File: config.mk
export PLATFORM = sky130hd
export DESIGN_NAME = snn_core
export DESIGN_NICKNAME = d
export VERILOG_FILES = /design/src/verilog/snn_pkg.sv /design/src/verilog/in_spike_buf.sv /design/src/verilog/axon_counter.sv /design/src/verilog/step_fsm.sv /design/src/verilog/synapse_mem.sv /design/src/verilog/neuron_array.sv /design/src/verilog/axi_lite_regs.sv /design/src/verilog/snn_core.sv
export SDC_FILE = /design/constraint.sdc
export NUM_CORES = 2
export LEC_CHECK = 0
export BUFFER_PORTS_ARGS = -buffer_cell sky130_fd_sc_hd__buf_4
export CAP_MARGIN = 5
export CORE_MARGIN = 3
export CORE_UTILIZATION = 30
export DETAILED_ROUTE_END_ITERATION = 8
export PLACE_DENSITY_LB_ADDON = 0.25
export SETUP_SLACK_MARGIN = 0.02
export SLEW_MARGIN = 30
export SYNTH_ARGS = -nofsm -noshare
export SYNTH_HDL_FRONTEND = slang
export SYNTH_HIERARCHICAL = 1
export SYNTH_SLANG_ARGS = --single-unit
File: constraint.sdc
create_clock -name clk_i -period 3.7 [get_ports clk_i]
set_input_delay 0.74 -clock clk_i [delete_from_list [all_inputs] [get_ports clk_i]]
set_output_delay 0.74 -clock clk_i [all_outputs]
set_load 0.01 [all_outputs]
File: src/verilog/snn_pkg.sv
// spiking core shared definitions
`default_nettype none

package snn_pkg;

	// ------------------------------
	// core sizes
	// ------------------------------
	localparam int NUM_AXONS   = 16;
	localparam int AXON_W      = 4;
	localparam int NUM_NEURONS = 4;
	localparam int WEIGHT_W    = 8;
	localparam int POT_W       = 16;
	// weight index seen by the host, neuron in the upper bits
	localparam int HOST_IDX_W  = AXON_W + 2;

	localparam logic [WEIGHT_W-1:0] WEIGHT_MAX = 8'd255;

	// ------------------------------
	// host bus and address map
	// ------------------------------
	localparam int AXI_ADDR_W = 12;
	localparam int AXI_DATA_W = 32;

	localparam logic [AXI_ADDR_W-1:0] ADDR_CTRL        = 12'h000;
	localparam logic [AXI_ADDR_W-1:0] ADDR_THRESH      = 12'h004;
	localparam logic [AXI_ADDR_W-1:0] ADDR_WEIGHT_BASE = 12'h100;

	localparam logic [1:0] RESP_OKAY   = 2'b00;
	localparam logic [1:0] RESP_SLVERR = 2'b10;

	// time-step phases
	typedef enum logic [2:0] {IDLE, RECALL, FIRE, SAVE, LEARN, FINISH} step_state_t;

endpackage

`default_nettype wire

File: src/verilog/in_spike_buf.sv
// input spike buffers
`timescale 1ns/100ps
`default_nettype none

module in_spike_buf (
	input  wire logic                         clk_i,
	input  wire logic                         rst_n_i,
	input  wire logic                         start_i,
	input  wire logic [snn_pkg::NUM_AXONS-1:0] spike_in_i,
	input  wire logic                         save_i,
	input  wire logic [snn_pkg::AXON_W-1:0]    rcl_axon_i,
	input  wire logic                         rcl_rd_i,
	input  wire logic [snn_pkg::AXON_W-1:0]    lrn_axon_i,
	input  wire logic                         lrn_rd_i,
	output logic                              rcl_spike_o,
	output logic                              lrn_spike_o
);
	import snn_pkg::*;

	// recall copy used by the accumulate walk
	logic [NUM_AXONS-1:0] rcl_buf;
	// learn copy, frozen for the update walk
	logic [NUM_AXONS-1:0] lrn_buf;

	// ------------------------------
	// buffer loads
	// ------------------------------
	always_ff @(posedge clk_i or negedge rst_n_i)
	begin
		if (!rst_n_i)
		begin
			rcl_buf <= '0;
			lrn_buf <= '0;
		end
		else
		begin
			// new step vector
			if (start_i)
				rcl_buf <= spike_in_i;
			// snapshot for learning
			if (save_i)
				lrn_buf <= rcl_buf;
		end
	end

	// ------------------------------
	// registered bit reads
	// ------------------------------
	always_ff @(posedge clk_i or negedge rst_n_i)
	begin
		if (!rst_n_i)
		begin
			rcl_spike_o <= 1'b0;
			lrn_spike_o <= 1'b0;
		end
		else
		begin
			if (rcl_rd_i)
				rcl_spike_o <= rcl_buf[rcl_axon_i];
			if (lrn_rd_i)
				lrn_spike_o <= lrn_buf[lrn_axon_i];
		end
	end

endmodule

`default_nettype wire

File: src/verilog/axon_counter.sv
// axon index counter
`timescale 1ns/100ps
`default_nettype none

module axon_counter (
	input  wire logic                      clk_i,
	input  wire logic                      rst_n_i,
	input  wire logic                      clear_i,
	input  wire logic                      en_i,
	output logic [snn_pkg::AXON_W-1:0]     axon_o,
	output logic                           last_o
);
	import snn_pkg::*;

	// ------------------------------
	// index register
	// ------------------------------
	always_ff @(posedge clk_i or negedge rst_n_i)
	begin
		if (!rst_n_i)
		begin
			axon_o <= '0;
		end
		else if (clear_i)
		begin
			axon_o <= '0;
		end
		else if (en_i)
		begin
			// wraps to 0 after the last axon
			axon_o <= axon_o + 1'b1;
		end
	end

	// final axon of the walk
	assign last_o = (axon_o == AXON_W'(NUM_AXONS - 1));

endmodule

`default_nettype wire

File: src/verilog/step_fsm.sv
// time-step sequencer
`timescale 1ns/100ps
`default_nettype none

module step_fsm (
	input  wire logic clk_i,
	input  wire logic rst_n_i,
	input  wire logic start_i,
	input  wire logic learn_en_i,
	input  wire logic last_i,
	output logic      cnt_clear_o,
	output logic      cnt_en_o,
	output logic      rcl_rd_o,
	output logic      lrn_rd_o,
	output logic      save_o,
	output logic      accum_o,
	output logic      fire_o,
	output logic      learn_o,
	output logic      busy_o
);
	import snn_pkg::*;

	step_state_t state;
	step_state_t state_nxt;

	// ------------------------------
	// next state
	// ------------------------------
	always_comb
	begin
		state_nxt = state;
		case (state)
			IDLE:   if (start_i) state_nxt = RECALL;
			RECALL: if (last_i) state_nxt = FIRE;
			// wait for the last accumulate to land
			FIRE:   if (!accum_o) state_nxt = learn_en_i ? SAVE : FINISH;
			SAVE:   state_nxt = LEARN;
			LEARN:  if (last_i) state_nxt = FINISH;
			FINISH: state_nxt = IDLE;
			default: state_nxt = IDLE;
		endcase
	end

	always_ff @(posedge clk_i or negedge rst_n_i)
	begin
		if (!rst_n_i)
		begin
			state   <= IDLE;
			accum_o <= 1'b0;
			learn_o <= 1'b0;
			busy_o  <= 1'b0;
		end
		else
		begin
			state <= state_nxt;
			// align with the registered spike and row
			accum_o <= rcl_rd_o;
			learn_o <= lrn_rd_o;
			// busy spans the step, drops as IDLE returns
			if (state == IDLE && start_i)
				busy_o <= 1'b1;
			else if (state == FINISH)
				busy_o <= 1'b0;
		end
	end

	// ------------------------------
	// decoded controls
	// ------------------------------
	assign cnt_clear_o = (state == IDLE) || (state == SAVE);
	assign cnt_en_o    = (state == RECALL) || (state == LEARN);
	assign rcl_rd_o    = (state == RECALL);
	assign lrn_rd_o    = (state == LEARN);
	assign save_o      = (state == SAVE);
	// single compare once the pipeline is empty
	assign fire_o      = (state == FIRE) && !accum_o;

endmodule

`default_nettype wire

File: src/verilog/synapse_mem.sv
// synapse weight store
`timescale 1ns/100ps
`default_nettype none

module synapse_mem (
	input  wire logic                              clk_i,
	input  wire logic                              rst_n_i,
	input  wire logic [snn_pkg::AXON_W-1:0]         rd_axon_i,
	input  wire logic                              upd_i,
	input  wire logic [snn_pkg::AXON_W-1:0]         upd_axon_i,
	input  wire logic                              upd_spike_i,
	input  wire logic [snn_pkg::NUM_NEURONS-1:0]    fired_i,
	input  wire logic                              host_we_i,
	input  wire logic [snn_pkg::HOST_IDX_W-1:0]     host_idx_i,
	input  wire logic [snn_pkg::WEIGHT_W-1:0]       host_wdata_i,
	output logic [snn_pkg::NUM_NEURONS-1:0][snn_pkg::WEIGHT_W-1:0] row_o,
	output logic [snn_pkg::WEIGHT_W-1:0]            host_rdata_o
);
	import snn_pkg::*;

	logic [WEIGHT_W-1:0] weight [NUM_NEURONS][NUM_AXONS];
	// update index, delayed to meet the registered learn spike
	logic [AXON_W-1:0]   upd_axon_q;

	// ------------------------------
	// recall row read
	// ------------------------------
	always_ff @(posedge clk_i)
	begin
		upd_axon_q <= upd_axon_i;
		for (int n = 0; n < NUM_NEURONS; n++)
			row_o[n] <= weight[n][rd_axon_i];
	end

	// ------------------------------
	// learn update and host write
	// ------------------------------
	always_ff @(posedge clk_i or negedge rst_n_i)
	begin
		if (!rst_n_i)
		begin
			for (int n = 0; n < NUM_NEURONS; n++)
				for (int a = 0; a < NUM_AXONS; a++)
					weight[n][a] <= '0;
		end
		else
		begin
			for (int n = 0; n < NUM_NEURONS; n++)
			begin
				for (int a = 0; a < NUM_AXONS; a++)
				begin
					if (upd_i && upd_spike_i && upd_axon_q == AXON_W'(a))
					begin
						// potentiate on fire, depress otherwise
						if (fired_i[n] && weight[n][a] != WEIGHT_MAX)
							weight[n][a] <= weight[n][a] + 1'b1;
						else if (!fired_i[n] && weight[n][a] != '0)
							weight[n][a] <= weight[n][a] - 1'b1;
					end
					else if (host_we_i && host_idx_i == HOST_IDX_W'(n * NUM_AXONS + a))
					begin
						weight[n][a] <= host_wdata_i;
					end
				end
			end
		end
	end

	// host read, neuron in the upper index bits
	assign host_rdata_o = weight[host_idx_i[HOST_IDX_W-1:AXON_W]][host_idx_i[AXON_W-1:0]];

endmodule

`default_nettype wire

File: src/verilog/neuron_array.sv
// neuron membrane array
`timescale 1ns/100ps
`default_nettype none

module neuron_array (
	input  wire logic                                           clk_i,
	input  wire logic                                           rst_n_i,
	input  wire logic                                           accum_i,
	input  wire logic                                           spike_i,
	input  wire logic [snn_pkg::NUM_NEURONS-1:0][snn_pkg::WEIGHT_W-1:0] row_i,
	input  wire logic                                           fire_i,
	input  wire logic [snn_pkg::POT_W-1:0]                      thresh_i,
	output logic [snn_pkg::NUM_NEURONS-1:0]                     fired_o,
	output logic                                                spike_valid_o
);
	import snn_pkg::*;

	logic [POT_W-1:0] pot [NUM_NEURONS];
	// one extra bit catches the carry
	logic [POT_W:0]   sum [NUM_NEURONS];

	always_comb
	begin
		for (int n = 0; n < NUM_NEURONS; n++)
			sum[n] = {1'b0, pot[n]} + {{(POT_W + 1 - WEIGHT_W){1'b0}}, row_i[n]};
	end

	// ------------------------------
	// accumulate and fire
	// ------------------------------
	always_ff @(posedge clk_i or negedge rst_n_i)
	begin
		if (!rst_n_i)
		begin
			for (int n = 0; n < NUM_NEURONS; n++)
				pot[n] <= '0;
			fired_o       <= '0;
			spike_valid_o <= 1'b0;
		end
		else
		begin
			spike_valid_o <= fire_i;
			for (int n = 0; n < NUM_NEURONS; n++)
			begin
				if (fire_i)
				begin
					fired_o[n] <= (pot[n] >= thresh_i);
					// reset on fire, no leak
					if (pot[n] >= thresh_i)
						pot[n] <= '0;
				end
				else if (accum_i && spike_i)
				begin
					// clamp at full scale
					pot[n] <= sum[n][POT_W] ? '1 : sum[n][POT_W-1:0];
				end
			end
		end
	end

endmodule

`default_nettype wire

File: src/verilog/axi_lite_regs.sv
// host register slave
`timescale 1ns/100ps
`default_nettype none

module axi_lite_regs (
	input  wire logic                             clk_i,
	input  wire logic                             rst_n_i,
	input  wire logic [snn_pkg::AXI_ADDR_W-1:0]    awaddr_i,
	input  wire logic                             awvalid_i,
	output logic                                  awready_o,
	input  wire logic [snn_pkg::AXI_DATA_W-1:0]    wdata_i,
	input  wire logic                             wvalid_i,
	output logic                                  wready_o,
	output logic [1:0]                            bresp_o,
	output logic                                  bvalid_o,
	input  wire logic                             bready_i,
	input  wire logic [snn_pkg::AXI_ADDR_W-1:0]    araddr_i,
	input  wire logic                             arvalid_i,
	output logic                                  arready_o,
	output logic [snn_pkg::AXI_DATA_W-1:0]         rdata_o,
	output logic [1:0]                            rresp_o,
	output logic                                  rvalid_o,
	input  wire logic                             rready_i,
	input  wire logic                             busy_i,
	input  wire logic [snn_pkg::WEIGHT_W-1:0]      host_rdata_i,
	output logic                                  learn_en_o,
	output logic [snn_pkg::POT_W-1:0]             thresh_o,
	output logic                                  host_we_o,
	output logic [snn_pkg::HOST_IDX_W-1:0]         host_idx_o,
	output logic [snn_pkg::WEIGHT_W-1:0]           host_wdata_o
);
	import snn_pkg::*;

	logic aw_weight, aw_ctrl, aw_thresh;
	logic ar_weight, ar_ctrl, ar_thresh;
	logic wr_hs, rd_hs;
	logic [AXI_DATA_W-1:0] rd_word;

	// ------------------------------
	// address decode
	// ------------------------------
	// weight window is 0x100..0x1fc, one word per weight
	assign aw_weight = awaddr_i[AXI_ADDR_W-1:HOST_IDX_W+2] ==
		ADDR_WEIGHT_BASE[AXI_ADDR_W-1:HOST_IDX_W+2];
	assign ar_weight = araddr_i[AXI_ADDR_W-1:HOST_IDX_W+2] ==
		ADDR_WEIGHT_BASE[AXI_ADDR_W-1:HOST_IDX_W+2];
	assign aw_ctrl   = (awaddr_i == ADDR_CTRL);
	assign aw_thresh = (awaddr_i == ADDR_THRESH);
	assign ar_ctrl   = (araddr_i == ADDR_CTRL);
	assign ar_thresh = (araddr_i == ADDR_THRESH);

	// addr and data taken together, weights stall while busy
	assign wr_hs = awvalid_i && wvalid_i && !bvalid_o && !(busy_i && aw_weight);
	// a weight write in the same cycle owns the host port
	assign rd_hs = arvalid_i && !rvalid_o && !(busy_i && ar_weight)
		&& !(wr_hs && aw_weight && ar_weight);

	assign awready_o = wr_hs;
	assign wready_o  = wr_hs;
	assign arready_o = rd_hs;

	// ------------------------------
	// weight port
	// ------------------------------
	assign host_we_o    = wr_hs && aw_weight;
	assign host_wdata_o = wdata_i[WEIGHT_W-1:0];
	assign host_idx_o   = host_we_o ? awaddr_i[HOST_IDX_W+1:2] : araddr_i[HOST_IDX_W+1:2];

	// ------------------------------
	// write path
	// ------------------------------
	always_ff @(posedge clk_i or negedge rst_n_i)
	begin
		if (!rst_n_i)
		begin
			learn_en_o <= 1'b0;
			thresh_o   <= '1;
			bvalid_o   <= 1'b0;
			bresp_o    <= RESP_OKAY;
		end
		else
		begin
			if (wr_hs)
			begin
				if (aw_ctrl)
					learn_en_o <= wdata_i[0];
				if (aw_thresh)
					thresh_o <= wdata_i[POT_W-1:0];
				// unmapped writes dropped
				bresp_o  <= (aw_ctrl || aw_thresh || aw_weight) ? RESP_OKAY : RESP_SLVERR;
				bvalid_o <= 1'b1;
			end
			else if (bready_i)
			begin
				bvalid_o <= 1'b0;
			end
		end
	end

	// ------------------------------
	// read path
	// ------------------------------
	always_comb
	begin
		rd_word = '0;
		if (ar_ctrl)
			rd_word[0] = learn_en_o;
		else if (ar_thresh)
			rd_word[POT_W-1:0] = thresh_o;
		else if (ar_weight)
			rd_word[WEIGHT_W-1:0] = host_rdata_i;
	end

	always_ff @(posedge clk_i or negedge rst_n_i)
	begin
		if (!rst_n_i)
		begin
			rvalid_o <= 1'b0;
			rresp_o  <= RESP_OKAY;
		end
		else if (rd_hs)
		begin
			rvalid_o <= 1'b1;
			rresp_o  <= (ar_ctrl || ar_thresh || ar_weight) ? RESP_OKAY : RESP_SLVERR;
		end
		else if (rready_i)
		begin
			rvalid_o <= 1'b0;
		end
	end

	always_ff @(posedge clk_i)
	begin
		if (rd_hs)
			rdata_o <= rd_word;
	end

endmodule

`default_nettype wire

File: src/verilog/snn_core.sv
// spiking neural core top
`timescale 1ns/100ps
`default_nettype none

module snn_core (
	input  wire logic                             clk_i,
	input  wire logic                             rst_n_i,
	input  wire logic                             start_i,
	input  wire logic [snn_pkg::NUM_AXONS-1:0]     spike_in_i,
	output logic                                  busy_o,
	output logic                                  spike_valid_o,
	output logic [snn_pkg::NUM_NEURONS-1:0]        fired_o,
	input  wire logic [snn_pkg::AXI_ADDR_W-1:0]    awaddr_i,
	input  wire logic                             awvalid_i,
	output logic                                  awready_o,
	input  wire logic [snn_pkg::AXI_DATA_W-1:0]    wdata_i,
	input  wire logic                             wvalid_i,
	output logic                                  wready_o,
	output logic [1:0]                            bresp_o,
	output logic                                  bvalid_o,
	input  wire logic                             bready_i,
	input  wire logic [snn_pkg::AXI_ADDR_W-1:0]    araddr_i,
	input  wire logic                             arvalid_i,
	output logic                                  arready_o,
	output logic [snn_pkg::AXI_DATA_W-1:0]         rdata_o,
	output logic [1:0]                            rresp_o,
	output logic                                  rvalid_o,
	input  wire logic                             rready_i
);
	import snn_pkg::*;

	// ------------------------------
	// internal nets
	// ------------------------------
	logic                 load;
	logic                 cnt_clear, cnt_en, last;
	logic [AXON_W-1:0]    axon;
	logic                 rcl_rd, lrn_rd, save, accum, fire, learn;
	logic                 rcl_spike, lrn_spike;
	logic [NUM_NEURONS-1:0][WEIGHT_W-1:0] row;
	logic                 learn_en;
	logic [POT_W-1:0]     thresh;
	logic                 host_we;
	logic [HOST_IDX_W-1:0] host_idx;
	logic [WEIGHT_W-1:0]  host_wdata, host_rdata;

	// vector latched only when the sequencer is idle
	assign load = start_i && !busy_o;

	in_spike_buf u_buf (
		.clk_i(clk_i), .rst_n_i(rst_n_i), .start_i(load), .spike_in_i(spike_in_i),
		.save_i(save), .rcl_axon_i(axon), .rcl_rd_i(rcl_rd), .lrn_axon_i(axon),
		.lrn_rd_i(lrn_rd), .rcl_spike_o(rcl_spike), .lrn_spike_o(lrn_spike)
	);

	axon_counter u_cnt (
		.clk_i(clk_i), .rst_n_i(rst_n_i), .clear_i(cnt_clear), .en_i(cnt_en),
		.axon_o(axon), .last_o(last)
	);

	step_fsm u_fsm (
		.clk_i(clk_i), .rst_n_i(rst_n_i), .start_i(start_i), .learn_en_i(learn_en),
		.last_i(last), .cnt_clear_o(cnt_clear), .cnt_en_o(cnt_en), .rcl_rd_o(rcl_rd),
		.lrn_rd_o(lrn_rd), .save_o(save), .accum_o(accum), .fire_o(fire),
		.learn_o(learn), .busy_o(busy_o)
	);

	synapse_mem u_syn (
		.clk_i(clk_i), .rst_n_i(rst_n_i), .rd_axon_i(axon), .upd_i(learn),
		.upd_axon_i(axon), .upd_spike_i(lrn_spike), .fired_i(fired_o),
		.host_we_i(host_we), .host_idx_i(host_idx), .host_wdata_i(host_wdata),
		.row_o(row), .host_rdata_o(host_rdata)
	);

	neuron_array u_neu (
		.clk_i(clk_i), .rst_n_i(rst_n_i), .accum_i(accum), .spike_i(rcl_spike),
		.row_i(row), .fire_i(fire), .thresh_i(thresh), .fired_o(fired_o),
		.spike_valid_o(spike_valid_o)
	);

	axi_lite_regs u_regs (
		.clk_i(clk_i), .rst_n_i(rst_n_i),
		.awaddr_i(awaddr_i), .awvalid_i(awvalid_i), .awready_o(awready_o),
		.wdata_i(wdata_i), .wvalid_i(wvalid_i), .wready_o(wready_o),
		.bresp_o(bresp_o), .bvalid_o(bvalid_o), .bready_i(bready_i),
		.araddr_i(araddr_i), .arvalid_i(arvalid_i), .arready_o(arready_o),
		.rdata_o(rdata_o), .rresp_o(rresp_o), .rvalid_o(rvalid_o), .rready_i(rready_i),
		.busy_i(busy_o), .host_rdata_i(host_rdata), .learn_en_o(learn_en),
		.thresh_o(thresh), .host_we_o(host_we), .host_idx_o(host_idx),
		.host_wdata_o(host_wdata)
	);

endmodule

`default_nettype wire

==> impl_metrics.csv <==
group,metric,value,unit
outcome,status,"complete, no violations",
synthesis,ys_seq_area_share,28.36,%
detailed_routing,drc,0,
clock_tree,clk_latency,770,ps
floorplanning,die_w,458.1,microns
synthesis,synth_edf_count,16,
sta,rsz0062_at_grt,"yes",
sta,finClkSkew,55.90,ps
power,pwr-share-comb,45.9,%
clock_tree,cts_tree,"built",
place,dp_worst_setup_slack,-609.3,ps
global_route,grtUsageTotal,25.19,%
critical_path,arrival,4200,ps
power,peakVddDrop,0.5044,mV
critical_path,crit_type,"register to register",
critical_path,startpoint_type,"register",
sta,setup_viol,0,
sta,timing.final.ws_setup,25.22,ps
detailed_routing,ant_nets,0,
clock_tree,cts_buffers,92,
critical_path,worstReg2RegStart,"u_regs/bvalid_o$_DFFE_PN0P_",
power,internal_power,0.02075,W
clock_tree,cts_buffer_depth,3,
global_route,grt-ovfl-total,0,
global_route,grt_pass1_wl,393800,microns
global_route,grt_pass1_vias,56160,
place,place_area,0.07074,sq mm
critical_path,cp_slowest_cell,"mux2_8",
critical_path,worst_path_most_repeated_cell,"buf_4",
detailed_routing,via_per_inst,5.809,
place,portBuffers,92,
synthesis,syn_avg_cell_area,9.458,sq um
cells_and_area,design_area,0.07414,sq mm
place,hpwl,209800,microns
clock_tree,cts_root_buf,"clkbuf_16",
critical_path,slowest_delay,500,ps
floorplanning,design.die.area,0.2098,sq mm
synthesis,syn_inst,6482,
synthesis,async_flop_share,92.55,%
cells_and_area,layout.nets,7897,
synthesis,ys.flop_type,"dfrtp_1",
cells_and_area,syn_to_final_growth,20.93,%
floorplanning,core,0.2027,sq mm
power,powerDensity,467.9,mW/mm^2
power,leakagePower,33.76,nW
power,switching_share,40.18,%
synthesis,synth-seq-cells,698,
global_route,antenna_found_initial,39,
power,power,0.03469,W
sta,max_freq,0.2721,GHz
critical_path,cp.required,4230,ps
cells_and_area,post-route-util,36.57,%
synthesis,yosys_warnings,6,
sta,timing.final.crit_share,99.32,%
place,place_congestion,1.014,
critical_path,crit_path_start,"u_regs/bvalid_o$_DFFE_PN0P_",
synthesis,synth.distinct_cells,112,
floorplanning,die_h,458.1,microns
worst_hold_path,min_path_type,"primary input to asynchronous set/reset pin",
cells_and_area,layout_common_cells,"buf_4, a21oi_1, dfrtp_1",
clock_tree,cts.clk_slew.worst_paths,60,ps
global_route,grt_max_degree,76,
power,p_seq_share,25.6,%
sta,hold_violations,0,
sta,hold_ws,26.83,ps
sta,relSlewSlack,37.54,%
critical_path,cp_top_family,"multiplexers",
floorplanning,ioPinCount,127,
sta,max_slew.worst_pin.slew,927.2,ps
detailed_routing,routed_wl,269800,microns
clock_tree,cts_max_level,3,
clock_tree,hold_buffers,0,
critical_path,critical_path.max_fanout,28,
floorplanning,core.rowCount,165,
detailed_routing,drt_iter0_drc,6140,
cells_and_area,final_common_cell,"buf_4",
floorplanning,start_util,30.24,%
detailed_routing,first_pass_iters,9,
critical_path,endpoint_kind,"register",
cells_and_area,drive_above_1_share,22.49,%
sta,maxSlewViolCount,0,
critical_path,crit_buf_inv,3,
synthesis,syn_area,0.06131,sq mm
power,clkPwrFrac,28.5,%
sta,min_period,3675,ps
power,power.switching,0.01394,W
critical_path,crit_chain,"nand3b_4 > nor3b_4 > buf_12 > buf_4 > mux2_8 > buf_4 > mux4_2 > mux2i_1 > o32ai_1 > nor2_1 > o311ai_0 > a22o_2",
detailed_routing,via_count,57920,
job,drv_cap,0,
detailed_routing,wl_per_cell,27.06,microns
clock_tree,clock-sinks,698,
## what timing repair did
action,4_1_cts,5_1_grt
endpoints found under the setup margin,0,16
setup buffers,0,1
gates resized for setup,0,9
## final timing paths
check | slack [ps] | to | depth (start not counted)
worst max-delay path | 30 | u_regs/rdata_o[3]$_SDFFCE_PP0P_ | 12
worst min-delay path | 30 | u_syn/weight[27]$_DFFE_PN0P_ | 1
worst max register to register | 30 | u_regs/rdata_o[3]$_SDFFCE_PP0P_ | 12
worst min register to register | 490 | u_regs/bresp_o[1]$_DFFE_PN0P_ | 2
max in group asynchronous | 2680 | u_syn/weight[253]$_DFFE_PN0P_ | 2
min in group clk_i | 160 | u_regs/rvalid_o$_DFFE_PN0P_ | 2
## power groups by stage
stage          logic [W]  clock network [W]  registers, W
2_1_floorplan     0.0113                  0       0.00866
3_3_place_gp      0.0153                  0       0.00900
3_5_place_dp      0.0157                  0       0.00901
4_1_cts           0.0158             0.0101       0.00888
5_1_grt           0.0175             0.0104       0.00895
6_report          0.0159            0.00989       0.00888
## state kept, by name, indices dropped and copies added (netlist names), 3 cells and up
| signal | flops |
|---|---|
| u_fsm/state | 3 |
| u_regs/thresh_o | 16 |
| u_syn/upd_axon_q | 4 |
| u_buf/rcl_buf | 16 |
| u_neu/fired_o | 4 |
| u_cnt/axon_o | 4 |
| u_syn/row_o | 32 |
| u_neu/pot | 64 |
| u_regs/rdata_o | 16 |
| u_buf/lrn_buf | 16 |
| u_syn/weight | 512 |
## kinds of logic after synthesis
kind of cell / Yosys count / share of synthesized area [%]
other cells: 1 / 0.006117
simple gates: 1879 / 14.83
fa+ha+maj: 613 / 13.34
compound gates: 1850 / 17.96
buf+inv: 446 / 3.308
xor+xnor: 405 / 5.786
flops: 698 / 28.36
mux: 590 / 16.41
## worst reg2reg max path, stage by stage, from the launching register on
cell,delay [ps]
dfrtp_1,400
nand3b_4,180
nor3b_4,250
buf_12,150
buf_4,120
mux2_8,500
buf_4,260
mux4_2,290
mux2i_1,360
o32ai_1,190
nor2_1,240
o311ai_0,230
a22o_2,270
## area by class of cell
cell class | count | area (sq um)
Tap cell | 2672 | 3343
Antenna cell | 20 | 50.05
Clock buffer | 128 | 2661
Multi-Input combinational cell | 5355 | 42060
Inverter | 152 | 570.5
Timing Repair Buffer | 905 | 7415
Sequential cell | 698 | 17400
Clock inverter | 41 | 634.4
Fill cell | 20230 | 128600
## cells in the mapped netlist (all sizes together) (123+ instances only)
cell	number	area share, %
a21oi	808	6.6
dfrtp	630	26
nor2	568	3.5
ha	545	11
nand2	469	2.9
o21ai	456	3.8
mux4	314	12
xnor2	271	3.9
nand3	219	1.8
a21o	176	2.2
buf	176	1.6
mux2i	153	2.5
inv	152	0.93
nand4	145	1.5
nor4	135	1.4
xor2	134	1.9
mux2	123	2.3
## routing by layer
| layer | share of wire (%) | global-route usage (%) |
|---|---|---|
| met1 | 42 | 33.15 |
| met2 | 45 | 39.07 |
| met3 | 8.5 | 6.035 |
| met4 | 4.9 | 11.53 |
| met5 | 0.073 | 0 |
## through the flow
stage / std cells / setup TNS, ps
CTS: 9950 / 0
finish: 9971 / 0
detailed placement: 9781 / -110340
global placement: 9781 / -107490
global route: 9953 / -5.974
floorplan: 6499 / -286.2
Note: power is estimated with default switching activity, not from simulation.
